File: src/cpu_pkg.sv
// Shared types and micro-ROM layout for the microcoded 8-bit core, referenced by scoped name
package cpu_pkg;

    typedef enum logic [1:0] {
        DECODE      = 2'b00,  // Last word, next address is the opcode
        NEXT        = 2'b01,  // Go to SEQ_BASE + link
        FINISH      = 2'b10,  // Go to saved finisher
        SAVE_FINISH = 2'b11   // Go to SEQ_BASE + link, save finisher
    } seq_mode_e;

    typedef enum logic [2:0] {
        AB_PC,        // Bus gets PC, PC increments
        AB_ZP,        // Bus gets {00, data byte}
        AB_LO_LATCH,  // Bus gets PC, PC increments, low target byte latched
        AB_JUMP,      // Bus gets {data byte, low}, PC follows
        AB_HOLD       // Bus repeats last address
    } ab_mode_e;

    typedef enum logic [2:0] {
        ALU_PASS,
        ALU_ADC,
        ALU_INC,
        ALU_NONE      // No result, registers untouched
    } alu_op_e;

    typedef enum logic [1:0] {
        REG_A,
        REG_X,
        REG_DB,       // Data bus as source
        REG_NONE      // Last ALU result as source, nothing as destination
    } reg_sel_e;

    typedef enum logic [2:0] {
        FL_NONE,
        FL_ZN,
        FL_CZN,
        FL_CLC,
        FL_SEC
    } flag_op_e;

    typedef enum logic [7:0] {
        LDA_IMM = 8'hA9,
        LDA_ZP  = 8'hA5,
        LDX_ZP  = 8'hA6,
        STA_ZP  = 8'h85,
        STX_ZP  = 8'h86,
        ADC_IMM = 8'h69,
        CLC     = 8'h18,
        SEC     = 8'h38,
        INX     = 8'hE8,
        JMP_ABS = 8'h4C,
        NOP     = 8'hEA
    } opcode_e;

    typedef struct packed {
        seq_mode_e  seq;      // [31:30]
        ab_mode_e   ab_mode;  // [29:27]
        logic       we_next;  // [26] Write enable for the following cycle
        alu_op_e    alu_op;   // [25:23]
        reg_sel_e   src;      // [22:21]
        reg_sel_e   dst;      // [20:19]
        logic [4:0] finish;   // [18:14] Finisher index
        logic [7:0] link;     // [13:6] Next sequence offset, or flag op in DECODE words
        logic [5:0] spare;    // [5:0] Always zero
    } ucode_t;

    localparam logic [8:0] SEQ_BASE = 9'h100;  // Sequence region
    localparam logic [8:0] FIN_BASE = 9'h140;  // Finisher region

    // Offsets inside the sequence region
    localparam logic [7:0] SQ_FETCH    = 8'd0;
    localparam logic [7:0] SQ_END_NONE = 8'd1;
    localparam logic [7:0] SQ_END_ZN   = 8'd2;
    localparam logic [7:0] SQ_END_CZN  = 8'd3;
    localparam logic [7:0] SQ_END_CLC  = 8'd4;
    localparam logic [7:0] SQ_END_SEC  = 8'd5;
    localparam logic [7:0] SQ_ZP_READ  = 8'd6;
    localparam logic [7:0] SQ_ZP_WRITE = 8'd7;
    localparam logic [7:0] SQ_JMP      = 8'd8;

    // Finisher indices
    localparam logic [4:0] FIN_LDA   = 5'd0;
    localparam logic [4:0] FIN_LDX   = 5'd1;
    localparam logic [4:0] FIN_STORE = 5'd2;

    localparam logic [8:0] FETCH_ADDR = SEQ_BASE + {1'b0, SQ_FETCH};  // Word held in reset

endpackage

File: src/addr_gen.sv
// Address generator: program counter, held bus address and jump low-byte latch
`timescale 1ns/1ps

module addr_gen #(
    parameter logic [15:0] RESET_PC = 16'h0200
) (
    input  logic               clk,
    input  logic               reset,
    input  cpu_pkg::ab_mode_e  ab_mode,
    input  logic [7:0]         db_in,
    output logic [15:0]        ab
);

    logic [15:0] pc;    // Next byte to fetch
    logic [15:0] ab_q;  // Address of the previous cycle
    logic [7:0]  lo;    // Low half of JMP target

    // Bus address follows the current micro-word
    always_comb begin
        case (ab_mode)
            cpu_pkg::AB_ZP:   ab = {8'h00, db_in};  // Zero-page operand just read
            cpu_pkg::AB_JUMP: ab = {db_in, lo};     // High byte arrives now
            cpu_pkg::AB_HOLD: ab = ab_q;
            default:          ab = pc;              // AB_PC and AB_LO_LATCH
        endcase
    end

    always_ff @(posedge clk) begin
        if (reset) begin
            pc   <= RESET_PC;
            ab_q <= RESET_PC;
        end else begin
            ab_q <= ab;
            case (ab_mode)
                cpu_pkg::AB_PC:       pc <= pc + 16'd1;
                cpu_pkg::AB_LO_LATCH: pc <= pc + 16'd1;
                cpu_pkg::AB_JUMP:     pc <= {db_in, lo} + 16'd1;  // Target is fetched now
                default:              pc <= pc;
            endcase
        end
    end

    always_ff @(posedge clk) begin
        if (ab_mode == cpu_pkg::AB_LO_LATCH) begin
            lo <= db_in;
        end
    end

endmodule

File: src/alu_regs.sv
// ALU with A and X registers, C/Z/N flags and the store data register
`timescale 1ns/1ps

module alu_regs (
    input  logic               clk,
    input  logic               reset,
    input  cpu_pkg::alu_op_e   alu_op,
    input  cpu_pkg::reg_sel_e  src,
    input  cpu_pkg::reg_sel_e  dst,
    input  cpu_pkg::flag_op_e  flag_op,
    input  logic [7:0]         db_in,
    output logic [7:0]         do_out
);

    logic [7:0] a;
    logic [7:0] x;
    logic [7:0] res;      // Last ALU result, source for flags and finishers
    logic       res_c;    // Carry from last ALU op
    logic       c;
    logic       z;
    logic       n;
    logic [7:0] src_val;
    logic [7:0] result;
    logic       carry_out;

    always_comb begin
        case (src)
            cpu_pkg::REG_A:  src_val = a;
            cpu_pkg::REG_X:  src_val = x;
            cpu_pkg::REG_DB: src_val = db_in;
            default:         src_val = res;  // Value parked by a shared sequence
        endcase
    end

    always_comb begin
        carry_out = 1'b0;
        case (alu_op)
            cpu_pkg::ALU_ADC: {carry_out, result} = {1'b0, src_val} + {1'b0, db_in} + {8'd0, c};
            cpu_pkg::ALU_INC: result = src_val + 8'd1;
            cpu_pkg::ALU_PASS: result = src_val;
            default:          result = res;
        endcase
    end

    always_ff @(posedge clk) begin
        if (alu_op != cpu_pkg::ALU_NONE) begin
            res   <= result;
            res_c <= carry_out;
            if (dst == cpu_pkg::REG_A) begin
                a <= result;
            end
            if (dst == cpu_pkg::REG_X) begin
                x <= result;
            end
        end
        if (src == cpu_pkg::REG_A || src == cpu_pkg::REG_X) begin
            do_out <= src_val;  // Valid in the following write cycle
        end
    end

    // Flags settle on the last cycle from the last result
    always_ff @(posedge clk) begin
        if (reset) begin
            c <= 1'b0;
            z <= 1'b0;
            n <= 1'b0;
        end else begin
            case (flag_op)
                cpu_pkg::FL_ZN: begin
                    z <= (res == 8'd0);
                    n <= res[7];
                end
                cpu_pkg::FL_CZN: begin
                    c <= res_c;
                    z <= (res == 8'd0);
                    n <= res[7];
                end
                cpu_pkg::FL_CLC: c <= 1'b0;
                cpu_pkg::FL_SEC: c <= 1'b1;
                default: c <= c;
            endcase
        end
    end

endmodule

File: src/cpu_core.sv
// Core top level: joins sequencer, micro-ROM, address generator and ALU to the memory bus
`timescale 1ns/1ps

module cpu_core #(
    parameter logic [15:0] RESET_PC = 16'h0200
) (
    input  logic        clk,
    input  logic        reset,
    input  logic [7:0]  db_in,   // Read data, one cycle after ab
    output logic [15:0] ab,
    output logic [7:0]  do_out,
    output logic        we,
    output logic        sync     // High while opcode is on db_in
);

    // Loads take 3 cycles, stores 4 since the write cycle cannot also fetch

    cpu_pkg::ucode_t   word;
    logic [8:0]        uaddr;
    cpu_pkg::flag_op_e flag_op;

    // DECODE words carry the flag update in their link field
    assign flag_op = (word.seq == cpu_pkg::DECODE) ?
                     cpu_pkg::flag_op_e'(word.link[2:0]) : cpu_pkg::FL_NONE;

    always_ff @(posedge clk) begin
        if (reset) begin
            we <= 1'b0;
        end else begin
            we <= word.we_next;  // Lines up with held address and do_out
        end
    end

    micro_sequencer u_micro_sequencer (
        .clk   (clk),
        .reset (reset),
        .word  (word),
        .db_in (db_in),
        .uaddr (uaddr),
        .sync  (sync)
    );

    micro_rom u_micro_rom (
        .clk   (clk),
        .uaddr (uaddr),
        .word  (word)
    );

    addr_gen #(.RESET_PC(RESET_PC)) u_addr_gen (
        .clk     (clk),
        .reset   (reset),
        .ab_mode (word.ab_mode),
        .db_in   (db_in),
        .ab      (ab)
    );

    alu_regs u_alu_regs (
        .clk     (clk),
        .reset   (reset),
        .alu_op  (word.alu_op),
        .src     (word.src),
        .dst     (word.dst),
        .flag_op (flag_op),
        .db_in   (db_in),
        .do_out  (do_out)
    );

endmodule

File: src/micro_rom.sv
// Registered 512-word control store holding decode, sequence and finisher micro-words
`timescale 1ns/1ps

module micro_rom (
    input  logic             clk,
    input  logic [8:0]       uaddr,
    output cpu_pkg::ucode_t  word
);

    cpu_pkg::ucode_t rom_data;

    // Builds one micro-word from its fields
    function automatic cpu_pkg::ucode_t uw(
        input cpu_pkg::seq_mode_e seq,
        input cpu_pkg::ab_mode_e  ab_mode,
        input logic               we_next,
        input cpu_pkg::alu_op_e   alu_op,
        input cpu_pkg::reg_sel_e  src,
        input cpu_pkg::reg_sel_e  dst,
        input logic [4:0]         finish,
        input logic [7:0]         link
    );
        cpu_pkg::ucode_t w;
        w.seq     = seq;
        w.ab_mode = ab_mode;
        w.we_next = we_next;
        w.alu_op  = alu_op;
        w.src     = src;
        w.dst     = dst;
        w.finish  = finish;
        w.link    = link;
        w.spare   = 6'd0;
        return w;
    endfunction

    always_comb begin
        case (uaddr)
            // Decode region, one word per opcode
            {1'b0, cpu_pkg::LDA_IMM}: rom_data = uw(cpu_pkg::NEXT, cpu_pkg::AB_PC, 1'b0,
                cpu_pkg::ALU_PASS, cpu_pkg::REG_DB, cpu_pkg::REG_A, 5'd0, cpu_pkg::SQ_END_ZN);
            {1'b0, cpu_pkg::ADC_IMM}: rom_data = uw(cpu_pkg::NEXT, cpu_pkg::AB_PC, 1'b0,
                cpu_pkg::ALU_ADC, cpu_pkg::REG_A, cpu_pkg::REG_A, 5'd0, cpu_pkg::SQ_END_CZN);
            {1'b0, cpu_pkg::LDA_ZP}: rom_data = uw(cpu_pkg::SAVE_FINISH, cpu_pkg::AB_ZP, 1'b0,
                cpu_pkg::ALU_NONE, cpu_pkg::REG_NONE, cpu_pkg::REG_NONE, cpu_pkg::FIN_LDA,
                cpu_pkg::SQ_ZP_READ);
            {1'b0, cpu_pkg::LDX_ZP}: rom_data = uw(cpu_pkg::SAVE_FINISH, cpu_pkg::AB_ZP, 1'b0,
                cpu_pkg::ALU_NONE, cpu_pkg::REG_NONE, cpu_pkg::REG_NONE, cpu_pkg::FIN_LDX,
                cpu_pkg::SQ_ZP_READ);
            {1'b0, cpu_pkg::STA_ZP}: rom_data = uw(cpu_pkg::SAVE_FINISH, cpu_pkg::AB_ZP, 1'b1,
                cpu_pkg::ALU_NONE, cpu_pkg::REG_A, cpu_pkg::REG_NONE, cpu_pkg::FIN_STORE,
                cpu_pkg::SQ_ZP_WRITE);  // A latched onto do_out
            {1'b0, cpu_pkg::STX_ZP}: rom_data = uw(cpu_pkg::SAVE_FINISH, cpu_pkg::AB_ZP, 1'b1,
                cpu_pkg::ALU_NONE, cpu_pkg::REG_X, cpu_pkg::REG_NONE, cpu_pkg::FIN_STORE,
                cpu_pkg::SQ_ZP_WRITE);
            {1'b0, cpu_pkg::CLC}: rom_data = uw(cpu_pkg::NEXT, cpu_pkg::AB_HOLD, 1'b0,
                cpu_pkg::ALU_NONE, cpu_pkg::REG_NONE, cpu_pkg::REG_NONE, 5'd0,
                cpu_pkg::SQ_END_CLC);
            {1'b0, cpu_pkg::SEC}: rom_data = uw(cpu_pkg::NEXT, cpu_pkg::AB_HOLD, 1'b0,
                cpu_pkg::ALU_NONE, cpu_pkg::REG_NONE, cpu_pkg::REG_NONE, 5'd0,
                cpu_pkg::SQ_END_SEC);
            {1'b0, cpu_pkg::INX}: rom_data = uw(cpu_pkg::NEXT, cpu_pkg::AB_HOLD, 1'b0,
                cpu_pkg::ALU_INC, cpu_pkg::REG_X, cpu_pkg::REG_X, 5'd0, cpu_pkg::SQ_END_ZN);
            {1'b0, cpu_pkg::JMP_ABS}: rom_data = uw(cpu_pkg::NEXT, cpu_pkg::AB_LO_LATCH, 1'b0,
                cpu_pkg::ALU_NONE, cpu_pkg::REG_NONE, cpu_pkg::REG_NONE, 5'd0, cpu_pkg::SQ_JMP);

            // Sequence region
            cpu_pkg::FETCH_ADDR: rom_data = uw(cpu_pkg::NEXT, cpu_pkg::AB_PC, 1'b0,
                cpu_pkg::ALU_NONE, cpu_pkg::REG_NONE, cpu_pkg::REG_NONE, 5'd0,
                cpu_pkg::SQ_END_NONE);  // First fetch after reset
            cpu_pkg::SEQ_BASE + 9'(cpu_pkg::SQ_END_NONE): rom_data = uw(cpu_pkg::DECODE,
                cpu_pkg::AB_PC, 1'b0, cpu_pkg::ALU_NONE, cpu_pkg::REG_NONE, cpu_pkg::REG_NONE,
                5'd0, 8'(cpu_pkg::FL_NONE));
            cpu_pkg::SEQ_BASE + 9'(cpu_pkg::SQ_END_ZN): rom_data = uw(cpu_pkg::DECODE,
                cpu_pkg::AB_PC, 1'b0, cpu_pkg::ALU_NONE, cpu_pkg::REG_NONE, cpu_pkg::REG_NONE,
                5'd0, 8'(cpu_pkg::FL_ZN));
            cpu_pkg::SEQ_BASE + 9'(cpu_pkg::SQ_END_CZN): rom_data = uw(cpu_pkg::DECODE,
                cpu_pkg::AB_PC, 1'b0, cpu_pkg::ALU_NONE, cpu_pkg::REG_NONE, cpu_pkg::REG_NONE,
                5'd0, 8'(cpu_pkg::FL_CZN));
            cpu_pkg::SEQ_BASE + 9'(cpu_pkg::SQ_END_CLC): rom_data = uw(cpu_pkg::DECODE,
                cpu_pkg::AB_PC, 1'b0, cpu_pkg::ALU_NONE, cpu_pkg::REG_NONE, cpu_pkg::REG_NONE,
                5'd0, 8'(cpu_pkg::FL_CLC));
            cpu_pkg::SEQ_BASE + 9'(cpu_pkg::SQ_END_SEC): rom_data = uw(cpu_pkg::DECODE,
                cpu_pkg::AB_PC, 1'b0, cpu_pkg::ALU_NONE, cpu_pkg::REG_NONE, cpu_pkg::REG_NONE,
                5'd0, 8'(cpu_pkg::FL_SEC));
            cpu_pkg::SEQ_BASE + 9'(cpu_pkg::SQ_ZP_READ): rom_data = uw(cpu_pkg::FINISH,
                cpu_pkg::AB_PC, 1'b0, cpu_pkg::ALU_PASS, cpu_pkg::REG_DB, cpu_pkg::REG_NONE,
                5'd0, 8'd0);  // Byte parked in the result register
            cpu_pkg::SEQ_BASE + 9'(cpu_pkg::SQ_ZP_WRITE): rom_data = uw(cpu_pkg::FINISH,
                cpu_pkg::AB_HOLD, 1'b0, cpu_pkg::ALU_NONE, cpu_pkg::REG_NONE,
                cpu_pkg::REG_NONE, 5'd0, 8'd0);  // Write cycle, we high
            cpu_pkg::SEQ_BASE + 9'(cpu_pkg::SQ_JMP): rom_data = uw(cpu_pkg::NEXT,
                cpu_pkg::AB_JUMP, 1'b0, cpu_pkg::ALU_NONE, cpu_pkg::REG_NONE, cpu_pkg::REG_NONE,
                5'd0, cpu_pkg::SQ_END_NONE);

            // Finisher region
            cpu_pkg::FIN_BASE + 9'(cpu_pkg::FIN_LDA): rom_data = uw(cpu_pkg::DECODE,
                cpu_pkg::AB_PC, 1'b0, cpu_pkg::ALU_PASS, cpu_pkg::REG_NONE, cpu_pkg::REG_A,
                5'd0, 8'(cpu_pkg::FL_ZN));
            cpu_pkg::FIN_BASE + 9'(cpu_pkg::FIN_LDX): rom_data = uw(cpu_pkg::DECODE,
                cpu_pkg::AB_PC, 1'b0, cpu_pkg::ALU_PASS, cpu_pkg::REG_NONE, cpu_pkg::REG_X,
                5'd0, 8'(cpu_pkg::FL_ZN));
            cpu_pkg::FIN_BASE + 9'(cpu_pkg::FIN_STORE): rom_data = uw(cpu_pkg::NEXT,
                cpu_pkg::AB_PC, 1'b0, cpu_pkg::ALU_NONE, cpu_pkg::REG_NONE, cpu_pkg::REG_NONE,
                5'd0, cpu_pkg::SQ_END_NONE);  // Fetch next opcode after the write

            // Undefined opcodes and unused words behave as NOP
            default: rom_data = uw(cpu_pkg::NEXT, cpu_pkg::AB_HOLD, 1'b0, cpu_pkg::ALU_NONE,
                cpu_pkg::REG_NONE, cpu_pkg::REG_NONE, 5'd0, cpu_pkg::SQ_END_NONE);
        endcase
    end

    always_ff @(posedge clk) begin
        word <= rom_data;  // Synchronous ROM read
    end

endmodule

File: src/micro_sequencer.sv
// Micro-address FSM: picks the next ROM word, keeps the finisher pointer, flags opcode fetch
`timescale 1ns/1ps

module micro_sequencer (
    input  logic             clk,
    input  logic             reset,
    input  cpu_pkg::ucode_t  word,
    input  logic [7:0]       db_in,
    output logic [8:0]       uaddr,
    output logic             sync
);

    logic [4:0] finish;  // Saved finisher index

    // Next micro-address, registered by the ROM
    always_comb begin
        if (reset) begin
            uaddr = cpu_pkg::FETCH_ADDR;  // Park on fetch word
        end else begin
            case (word.seq)
                cpu_pkg::DECODE:      uaddr = {1'b0, db_in};  // Opcode indexes decode region
                cpu_pkg::NEXT:        uaddr = cpu_pkg::SEQ_BASE + {1'b0, word.link};
                cpu_pkg::SAVE_FINISH: uaddr = cpu_pkg::SEQ_BASE + {1'b0, word.link};
                cpu_pkg::FINISH:      uaddr = cpu_pkg::FIN_BASE + {4'd0, finish};
                default:              uaddr = cpu_pkg::FETCH_ADDR;
            endcase
        end
    end

    always_ff @(posedge clk) begin
        if (reset) begin
            finish <= 5'd0;
        end else if (word.seq == cpu_pkg::SAVE_FINISH) begin
            finish <= word.finish;  // Remember where to go after the shared sequence
        end
    end

    // Opcode is on db_in whenever a DECODE word is active
    assign sync = (word.seq == cpu_pkg::DECODE);

endmodule
File: config.mk
export PLATFORM = sky130hd
export DESIGN_NAME = cpu_core
export DESIGN_NICKNAME = d
export VERILOG_FILES = /design/src/cpu_pkg.sv /design/src/addr_gen.sv /design/src/alu_regs.sv /design/src/cpu_core.sv /design/src/micro_rom.sv /design/src/micro_sequencer.sv
export SDC_FILE = /design/constraint.sdc
export NUM_CORES = 1
export LEC_CHECK = 0
export BUFFER_PORTS_ARGS = -buffer_cell sky130_fd_sc_hd__clkbuf_2
export CELL_PAD_IN_SITES_DETAIL_PLACEMENT = 1
export CELL_PAD_IN_SITES_GLOBAL_PLACEMENT = 2
export CORE_MARGIN = 2
export CORE_UTILIZATION = 42
export CTS_CLUSTER_DIAMETER = 30
export DETAILED_ROUTE_END_ITERATION = 8
export PLACE_DENSITY_LB_ADDON = 0.1
export RECOVER_POWER = 50
export SLEW_MARGIN = 40
export SYNTH_ARGS = -nofsm -noshare
export SYNTH_HDL_FRONTEND = slang
export SYNTH_HIERARCHICAL = 1
export SYNTH_SLANG_ARGS = --single-unit
File: constraint.sdc
create_clock -name clk -period 6.6 [get_ports clk]
set_input_delay 1.32 -clock clk [delete_from_list [all_inputs] [get_ports clk]]
set_output_delay 1.32 -clock clk [all_outputs]
set_load 0.01 [all_outputs]
==> results.txt, run 1 <==
outcome: complete, but fails checks
failing checks: max-capacitance violations
CP max stage cell: clkbuf_1
Die X: 125.5 um
final worst slack: 1.630 ns
Final period util: 75.30%
FMAX: 201.2 MHz
HPWL Detailed: 12,430 um
TritonRoute pass-1 iters: 4
Antenna Nets Post-Route: 0
Comb pwr share: 40.3%
multi-input logic area: 3470 um^2
post-DR wirelength/cell: 20.67 um
Cells after Synth: 675
Peak VDD IR: 209.9 uV
Worst-path clk slew: 0.07 ns
Hold WS: 0.4663 ns
P_sw: 0.8739 mW
CTS tree: built
die height: 125.5 um
Largest delay share family, worst path: buffers and inverters
diode count: 0
Critical Path AT: 5.20 ns
CP max stage delay: 1.16 ns
clk sinks: 97
dpl ws: 2.468 ns
Hold WC Path Type: register to register
layout net count: 701
crit path cell chain: clkbuf_1 > clkbuf_1 > a21oi_1 > nor2_1 > nand3_1 > o41ai_2 > nor4_1 > or3_1
# resized after CTS: 0
global-route wire length before repair: 29,730 um
die area: 15,760 um^2
CTS buffer count: 9
P_leak: 2.459 nW
initial antenna violation count: 0
Mapped Area: 6203 um^2
R2R Path Start: u_micro_rom/word[28]
Worst Setup SP: reset
post-layout util: 46.14%
endpoints failing hold: 0
via count: 5,215
Net Sw Frac: 37.56%
GRT Overall Usage: 23.51%
clock power share: 24.3%
IO Pins: 36
PwrDens: 348.3 nW/um^2
crit path launch type: input port
DRC: 0
Max-slew headroom: 0.2827%
final WL: 17,960 um
crit end category: register
sequential cell area: 2356 um^2
Clock Tree Buf Depth: 2
Slew @ Worst Pin: 1.496 ns
Seq pwr share: 35.4%
Slew Limit Fails: 0
# fillers: 1,682
worst-path maximum fanout: 30
I/O Buffers: 35
buffer count from post-CTS setup fixing: 0
max cap viols: 1
WS Path Type: input port to register
Clk Latency, worst-skew pair: 0.35 ns
Std-Cell Rows: 44
Layout Skew: 0.006868 ns
Initial Util: 42.84%
layout cell share with drive strength beyond 1: 11.39%
number of buffers and inverters on the critical path: 2
vias per std cell: 6.001
CP most frequent cell: clkbuf_1
pin count of the biggest net entering global routing: 42
H-tree depth: 3
data required time of the worst path: 6.83 ns
internal power: 1.453 mW
Mapped Avg Cell Area: 9.190 um^2
unrepaired setup endpoints after global routing: false
hold path startpoint: u_micro_rom/word[14]
Clock Tree Root: clkbuf_16
Synth Warn #: 6
RePlAce Congestion: 0.9786
crit path time final: 4.970 ns
setup violators final: 0
Sum Neg Setup Slack: 0 ns
area grow syn2layout: 7.685%
initial drt markers: 361
vias in the first global route: 5,475
hold-fix buffers at CTS: 0
Core ar.: 14,480 um^2
gr ovfl total: 0
[worst paths after layout]
kind	end	slack [ns]	depth (start not counted)
hold / removal	u_micro_sequencer/finish[0]	0.47	2
setup / recovery	u_micro_rom/word[30]	1.63	8
setup reg to reg	u_addr_gen/pc[14]	3.14	9
hold reg to reg	u_micro_sequencer/finish[0]	0.47	2
[sequential cells by signal, summed over array words and instances, names as in the netlist]
name and flops:
u_micro_rom/word 17, u_addr_gen/ab_q 16, u_addr_gen/pc 16, u_addr_gen/lo 8
u_alu_regs/a 8, u_alu_regs/do_out 8, u_alu_regs/res 8, u_alu_regs/x 8
u_micro_sequencer/finish 5, u_alu_regs/c 1, u_alu_regs/res_c 1, we 1
[metal layers]
layer	vias up	global-route usage, %	wire length, um
met4	0	6.144	236
li1	2519	-	-
met5	-	0	0
met1	2584	30.67	8182
met2	93	40.32	8856
met3	19	4.193	683
[tightest hold or removal path, stage by stage, from the launching register on]
cell and delay, ns:
dfxtp_1 0.30, nand3_1 0.06, a21oi_1 0.06
[final cells by class]
cell class | instances | share of cell area, %
flip-flops and latches | 97 | 35.27
clock inverters | 7 | 1.367
repair buffers | 48 | 3.596
well taps | 184 | 3.446
clock buffers | 9 | 3.371
inverters | 18 | 1.011
multi-input cells | 506 | 51.94
[power groups by stage]
| stage | sequential [mW] | clock, mW | combinational (mW) |
|---|---|---|---|
| floorplan | 0.789 | 0 | 0.719 |
| global placement | 0.831 | 0 | 0.898 |
| detailed placement | 0.839 | 0 | 0.931 |
| CTS | 0.826 | 0.585 | 0.941 |
| global route | 0.842 | 0.602 | 1.05 |
| finish | 0.824 | 0.565 | 0.938 |
[through the flow]
| stage | instance area [um^2] | power, mW | cells |
|---|---|---|---|
| 2_1_floorplan | 6230 | 1.509 | 682 |
| 3_3_place_gp | 6387 | 1.729 | 853 |
| 3_5_place_dp | 6399 | 1.770 | 853 |
| 4_1_cts | 6715 | 2.352 | 869 |
| 5_1_grt | 6680 | 2.489 | 869 |
| 6_report | 6680 | 2.327 | 869 |
[layout by cell type, fill, tap and decap left out, types with 14 or more instances in the layout]
cell type,count
dfxtp_1,53
nand2_1,50
nor2_1,47
a21oi_1,47
edfxtp_1,41
nand3_1,38
nor2b_1,28
mux2i_1,28
o21ai_0,23
clkbuf_2,21
o211ai_1,21
nor3_1,19
clkbuf_1,18
inv_1,16
nand4_1,14
No activity file was read; power rests on OpenSTA's default activity.
==> inputs of run 2 (changes only) <==
--- a/config.mk
+++ b/config.mk
@@ -5,11 +5,12 @@
 export SDC_FILE = /design/constraint.sdc
 export NUM_CORES = 1
 export LEC_CHECK = 0
+export ABC_AREA = 1
 export BUFFER_PORTS_ARGS = -buffer_cell sky130_fd_sc_hd__clkbuf_2
 export CELL_PAD_IN_SITES_DETAIL_PLACEMENT = 1
 export CELL_PAD_IN_SITES_GLOBAL_PLACEMENT = 2
 export CORE_MARGIN = 2
-export CORE_UTILIZATION = 42
+export CORE_UTILIZATION = 36
 export CTS_CLUSTER_DIAMETER = 30
 export DETAILED_ROUTE_END_ITERATION = 8
 export PLACE_DENSITY_LB_ADDON = 0.1
==> constraint.sdc (replaced) <==
create_clock -name clk -period 4.7 [get_ports clk]
set_input_delay 0.94 -clock clk [delete_from_list [all_inputs] [get_ports clk]]
set_output_delay 0.94 -clock clk [all_outputs]
set_load 0.01 [all_outputs]
==> run 2 against run 1 <==
The run ends with max-capacitance violations, max-slew violations left. Clock power increased by 47%. Die area increased by 17%. Area after synthesis increased by 1.0%. Critical path depth increased by 4. Flip-flop and latch count unchanged. Utilization decreased by 6.5 points. Global-route usage decreased by 1.6 points. Worst hold slack got worse by 0.013 ns. Setup slack got worse by 0.61 ns. Wire length increased by 7.0%. Non-clock buffer count decreased by 8. Largest power group unchanged. Highest routed layer unchanged.
==> results.txt, run 2 <==
Layout Skew: 0.009913 ns (+0.003045 ns)
worst-path maximum fanout: 30 (unchanged)
RR Endpoint: u_alu_regs/a[7]
Mapped Avg Cell Area: 7.247 um^2 (-21%)
I/O Buffers: 35 (unchanged)
Peak VDD IR: 288.4 uV (+37%)
endpoints failing hold: 0 (unchanged)
# fillers: 2,202 (+31%)
CTS buffer count: 9 (unchanged)
P_leak: 3.145 nW (+28%)
most flop-heavy register: u_micro_rom/word
DRC: 0 (unchanged)
final WL: 19,210 um (+7.0%)
Worst Reg2Reg Path Length in Cells: 12 (+3)
Seq pwr share: 32.5% (-2.9 points)
Worst-path clk slew: 0.07 ns (about the same)
layout net count: 913 (+30%)
diode count: 0 (unchanged)
pin count of the biggest net entering global routing: 31 (-26%)
H-tree depth: 3 (unchanged)
P_sw: 1.783 mW (+100%)
hold-fix buffers at CTS: 0 (unchanged)
# resized after CTS: 0 (unchanged)
WHS Path Cells: 2 (unchanged)
initial drt markers: 230 (-36%)
clk sinks: 97 (unchanged)
Clock Tree Root: clkbuf_16
dpl cells: 1,105 (+30%)
commonest non-fill, non-tap cell in the layout: nand2_1
Max-slew headroom: -8.809% (-9.1 points)
Top Usage Layer GRT: met2
post-DR wirelength/cell: 17.12 um (-17%)
GRT Overall Usage: 21.88% (-1.6 points)
vias in the first global route: 5,800 (+5.9%)
Clk Latency, worst-skew pair: 0.36 ns (about the same)
IO Pins: 36 (unchanged)
Critical Path AT: 3.93 ns (-1.27 ns)
layout cell share with drive strength beyond 1: 15.16% (+3.8 points)
R2R Path Start: u_micro_rom/word[21]
Clock Tree Buf Depth: 2 (unchanged)
Die X: 136.0 um (+8.3%)
failing checks: max-capacitance violations, max-slew violations
Std-Cell Rows: 48 (+9.1%)
GR Util met1: 29.00% (-1.7 points)
Core ar.: 17,180 um^2 (+19%)
Initial Util: 36.49% (-6.4 points)
die area: 18,480 um^2 (+17%)
Slew @ Worst Pin: 1.632 ns (+0.1364 ns)
buffer count from post-CTS setup fixing: 0 (unchanged)
via count: 5,585 (+7.1%)
TritonRoute pass-1 iters: 5 (+1)
hold path startpoint: u_micro_rom/word[15]
Worst Hold End: we
Antenna Nets Post-Route: 0 (unchanged)
Slew Limit Fails: 31 (+31)
Sum Neg Setup Slack: 0 ns (unchanged)
setup violators final: 0 (unchanged)
die height: 136.0 um (+8.3%)
Final period util: 78.31%
crit end category: register
crit path time final: 3.680 ns
most frequent cells in the layout: 239 x nand2_1, 95 x inv_1, 87 x nor2_1
data required time of the worst path: 4.95 ns (-1.88 ns)
RePlAce Congestion: 0.9731 (-0.56%)
HPWL Detailed: 14,270 um (+15%)
met3 Use GR: 2.498% (-1.7 points)
Comb pwr share: 46.7% (+6.4 points)
area grow syn2layout: 8.683%
max reg flops: 17 (unchanged)
internal power: 2.209 mW (+52%)
initial antenna violation count: 0 (unchanged)
unrepaired setup endpoints after global routing: false
max cap viols: 1 (unchanged)
largest registers: u_micro_rom/word x17, u_addr_gen/ab_q x16, u_addr_gen/pc x16
R2R setup slack: 1.35 ns (-1.79 ns)
outcome: complete, but fails checks
crit path launch type: input port
PwrDens: 585.9 nW/um^2 (+68%)
WS Path Type: input port to register
Mapped Area: 6269 um^2 (+1.0%)
Net Sw Frac: 44.68% (+7.1 points)
clock power share: 20.8% (-3.5 points)
global-route wire length before repair: 31,020 um (+4.3%)
FMAX: 271.7 MHz
vias per std cell: 4.978 (-17%)
met2 GRT Util: 36.95% (-3.4 points)
Synth Warn #: 6 (unchanged)
Non-Filler Instances: 1,122 (+29%)
Hold WC Path Type: register to register
Cells after Synth: 865 (+28%)
CTS tree: built
gr ovfl total: 0 (unchanged)
[run 2: cell count changes in the layout (fill, tap and decap cells not counted), sizes merged, moves of 10 or more]
cell | before | now
a21oi | 47 | 25
inv | 19 | 115
mux2i | 29 | 0
nand2 | 51 | 287
nand3 | 38 | 90
nor2 | 48 | 107
nor2b | 28 | 0
nor3b | 10 | 0
o211ai | 21 | 2
o21ai | 23 | 34
or3 | 12 | 0
[run 2: layer usage]
layer  routed length [um]  up-vias
met3                  434       29
met4                  402        0
met1                 9086     2673
met2                 9284       68
met5                    0        -
li1                     -     2815
[run 2: power groups by stage]
stage / registers (mW) / clock network, mW / logic [mW]
6_report: 1.30 / 0.829 / 1.86
2_1_floorplan: 1.25 / 0 / 1.41
5_1_grt: 1.33 / 0.890 / 2.11
4_1_cts: 1.30 / 0.855 / 1.88
3_3_place_gp: 1.32 / 0 / 1.84
3_5_place_dp: 1.32 / 0 / 1.87
[run 2: final cells by class]
cell class	count	area, um^2	area share (%)
clock inverter	7	100.1	1.469
timing repair buffer	40	186.4	2.736
sequential	97	2352	34.53
clock buffer	9	225.2	3.306
tap	225	281.5	4.132
inverter	114	434.2	6.373
multi-input combinational	630	3233	47.46
[run 2: worst max path at each step]
stage	from	endpoint	slack, ns	depth (start not counted)
after floorplan	db_in[0]	u_alu_regs/a[4]	1.92	9
after CTS	u_micro_rom/word[29]	ab[9]	1.15	7
after global placement	reset	u_micro_rom/word[19]	1.34	11
final	reset	u_micro_rom/word[19]	1.02	12
after global routing	reset	u_micro_rom/word[23]	0.62	12
after detailed placement	db_in[0]	u_alu_regs/a[4]	1.30	10
[run 2: through the flow]
stage | utilization [%] | hold WS (ns) | setup slack (ns) | cell area, um^2 | power, mW
after global routing | 39.66 | 0.4872 | 0.6246 | 6813 | 4.333
final | 39.66 | 0.4534 | 1.020 | 6813 | 3.992
after CTS | 39.85 | 0.4620 | 1.151 | 6844 | 4.041
after detailed placement | 37.95 | 0.4535 | 1.301 | 6519 | 3.190
after global placement | 37.94 | 0.4535 | 1.338 | 6516 | 3.157
after floorplan | - | 0.4373 | 1.917 | 6295 | 2.661
[run 2: critical path, stage by stage]
cell	delay, ns
clkbuf_1	1.15
inv_1	0.48
nand2_1	0.45
inv_4	0.09
nand3_2	0.12
nor2_2	0.07
nand2_2	0.10
nand2_2	0.09
nor2_1	0.17
nand2_1	0.08
nor2_1	0.13
nand2_2	0.06
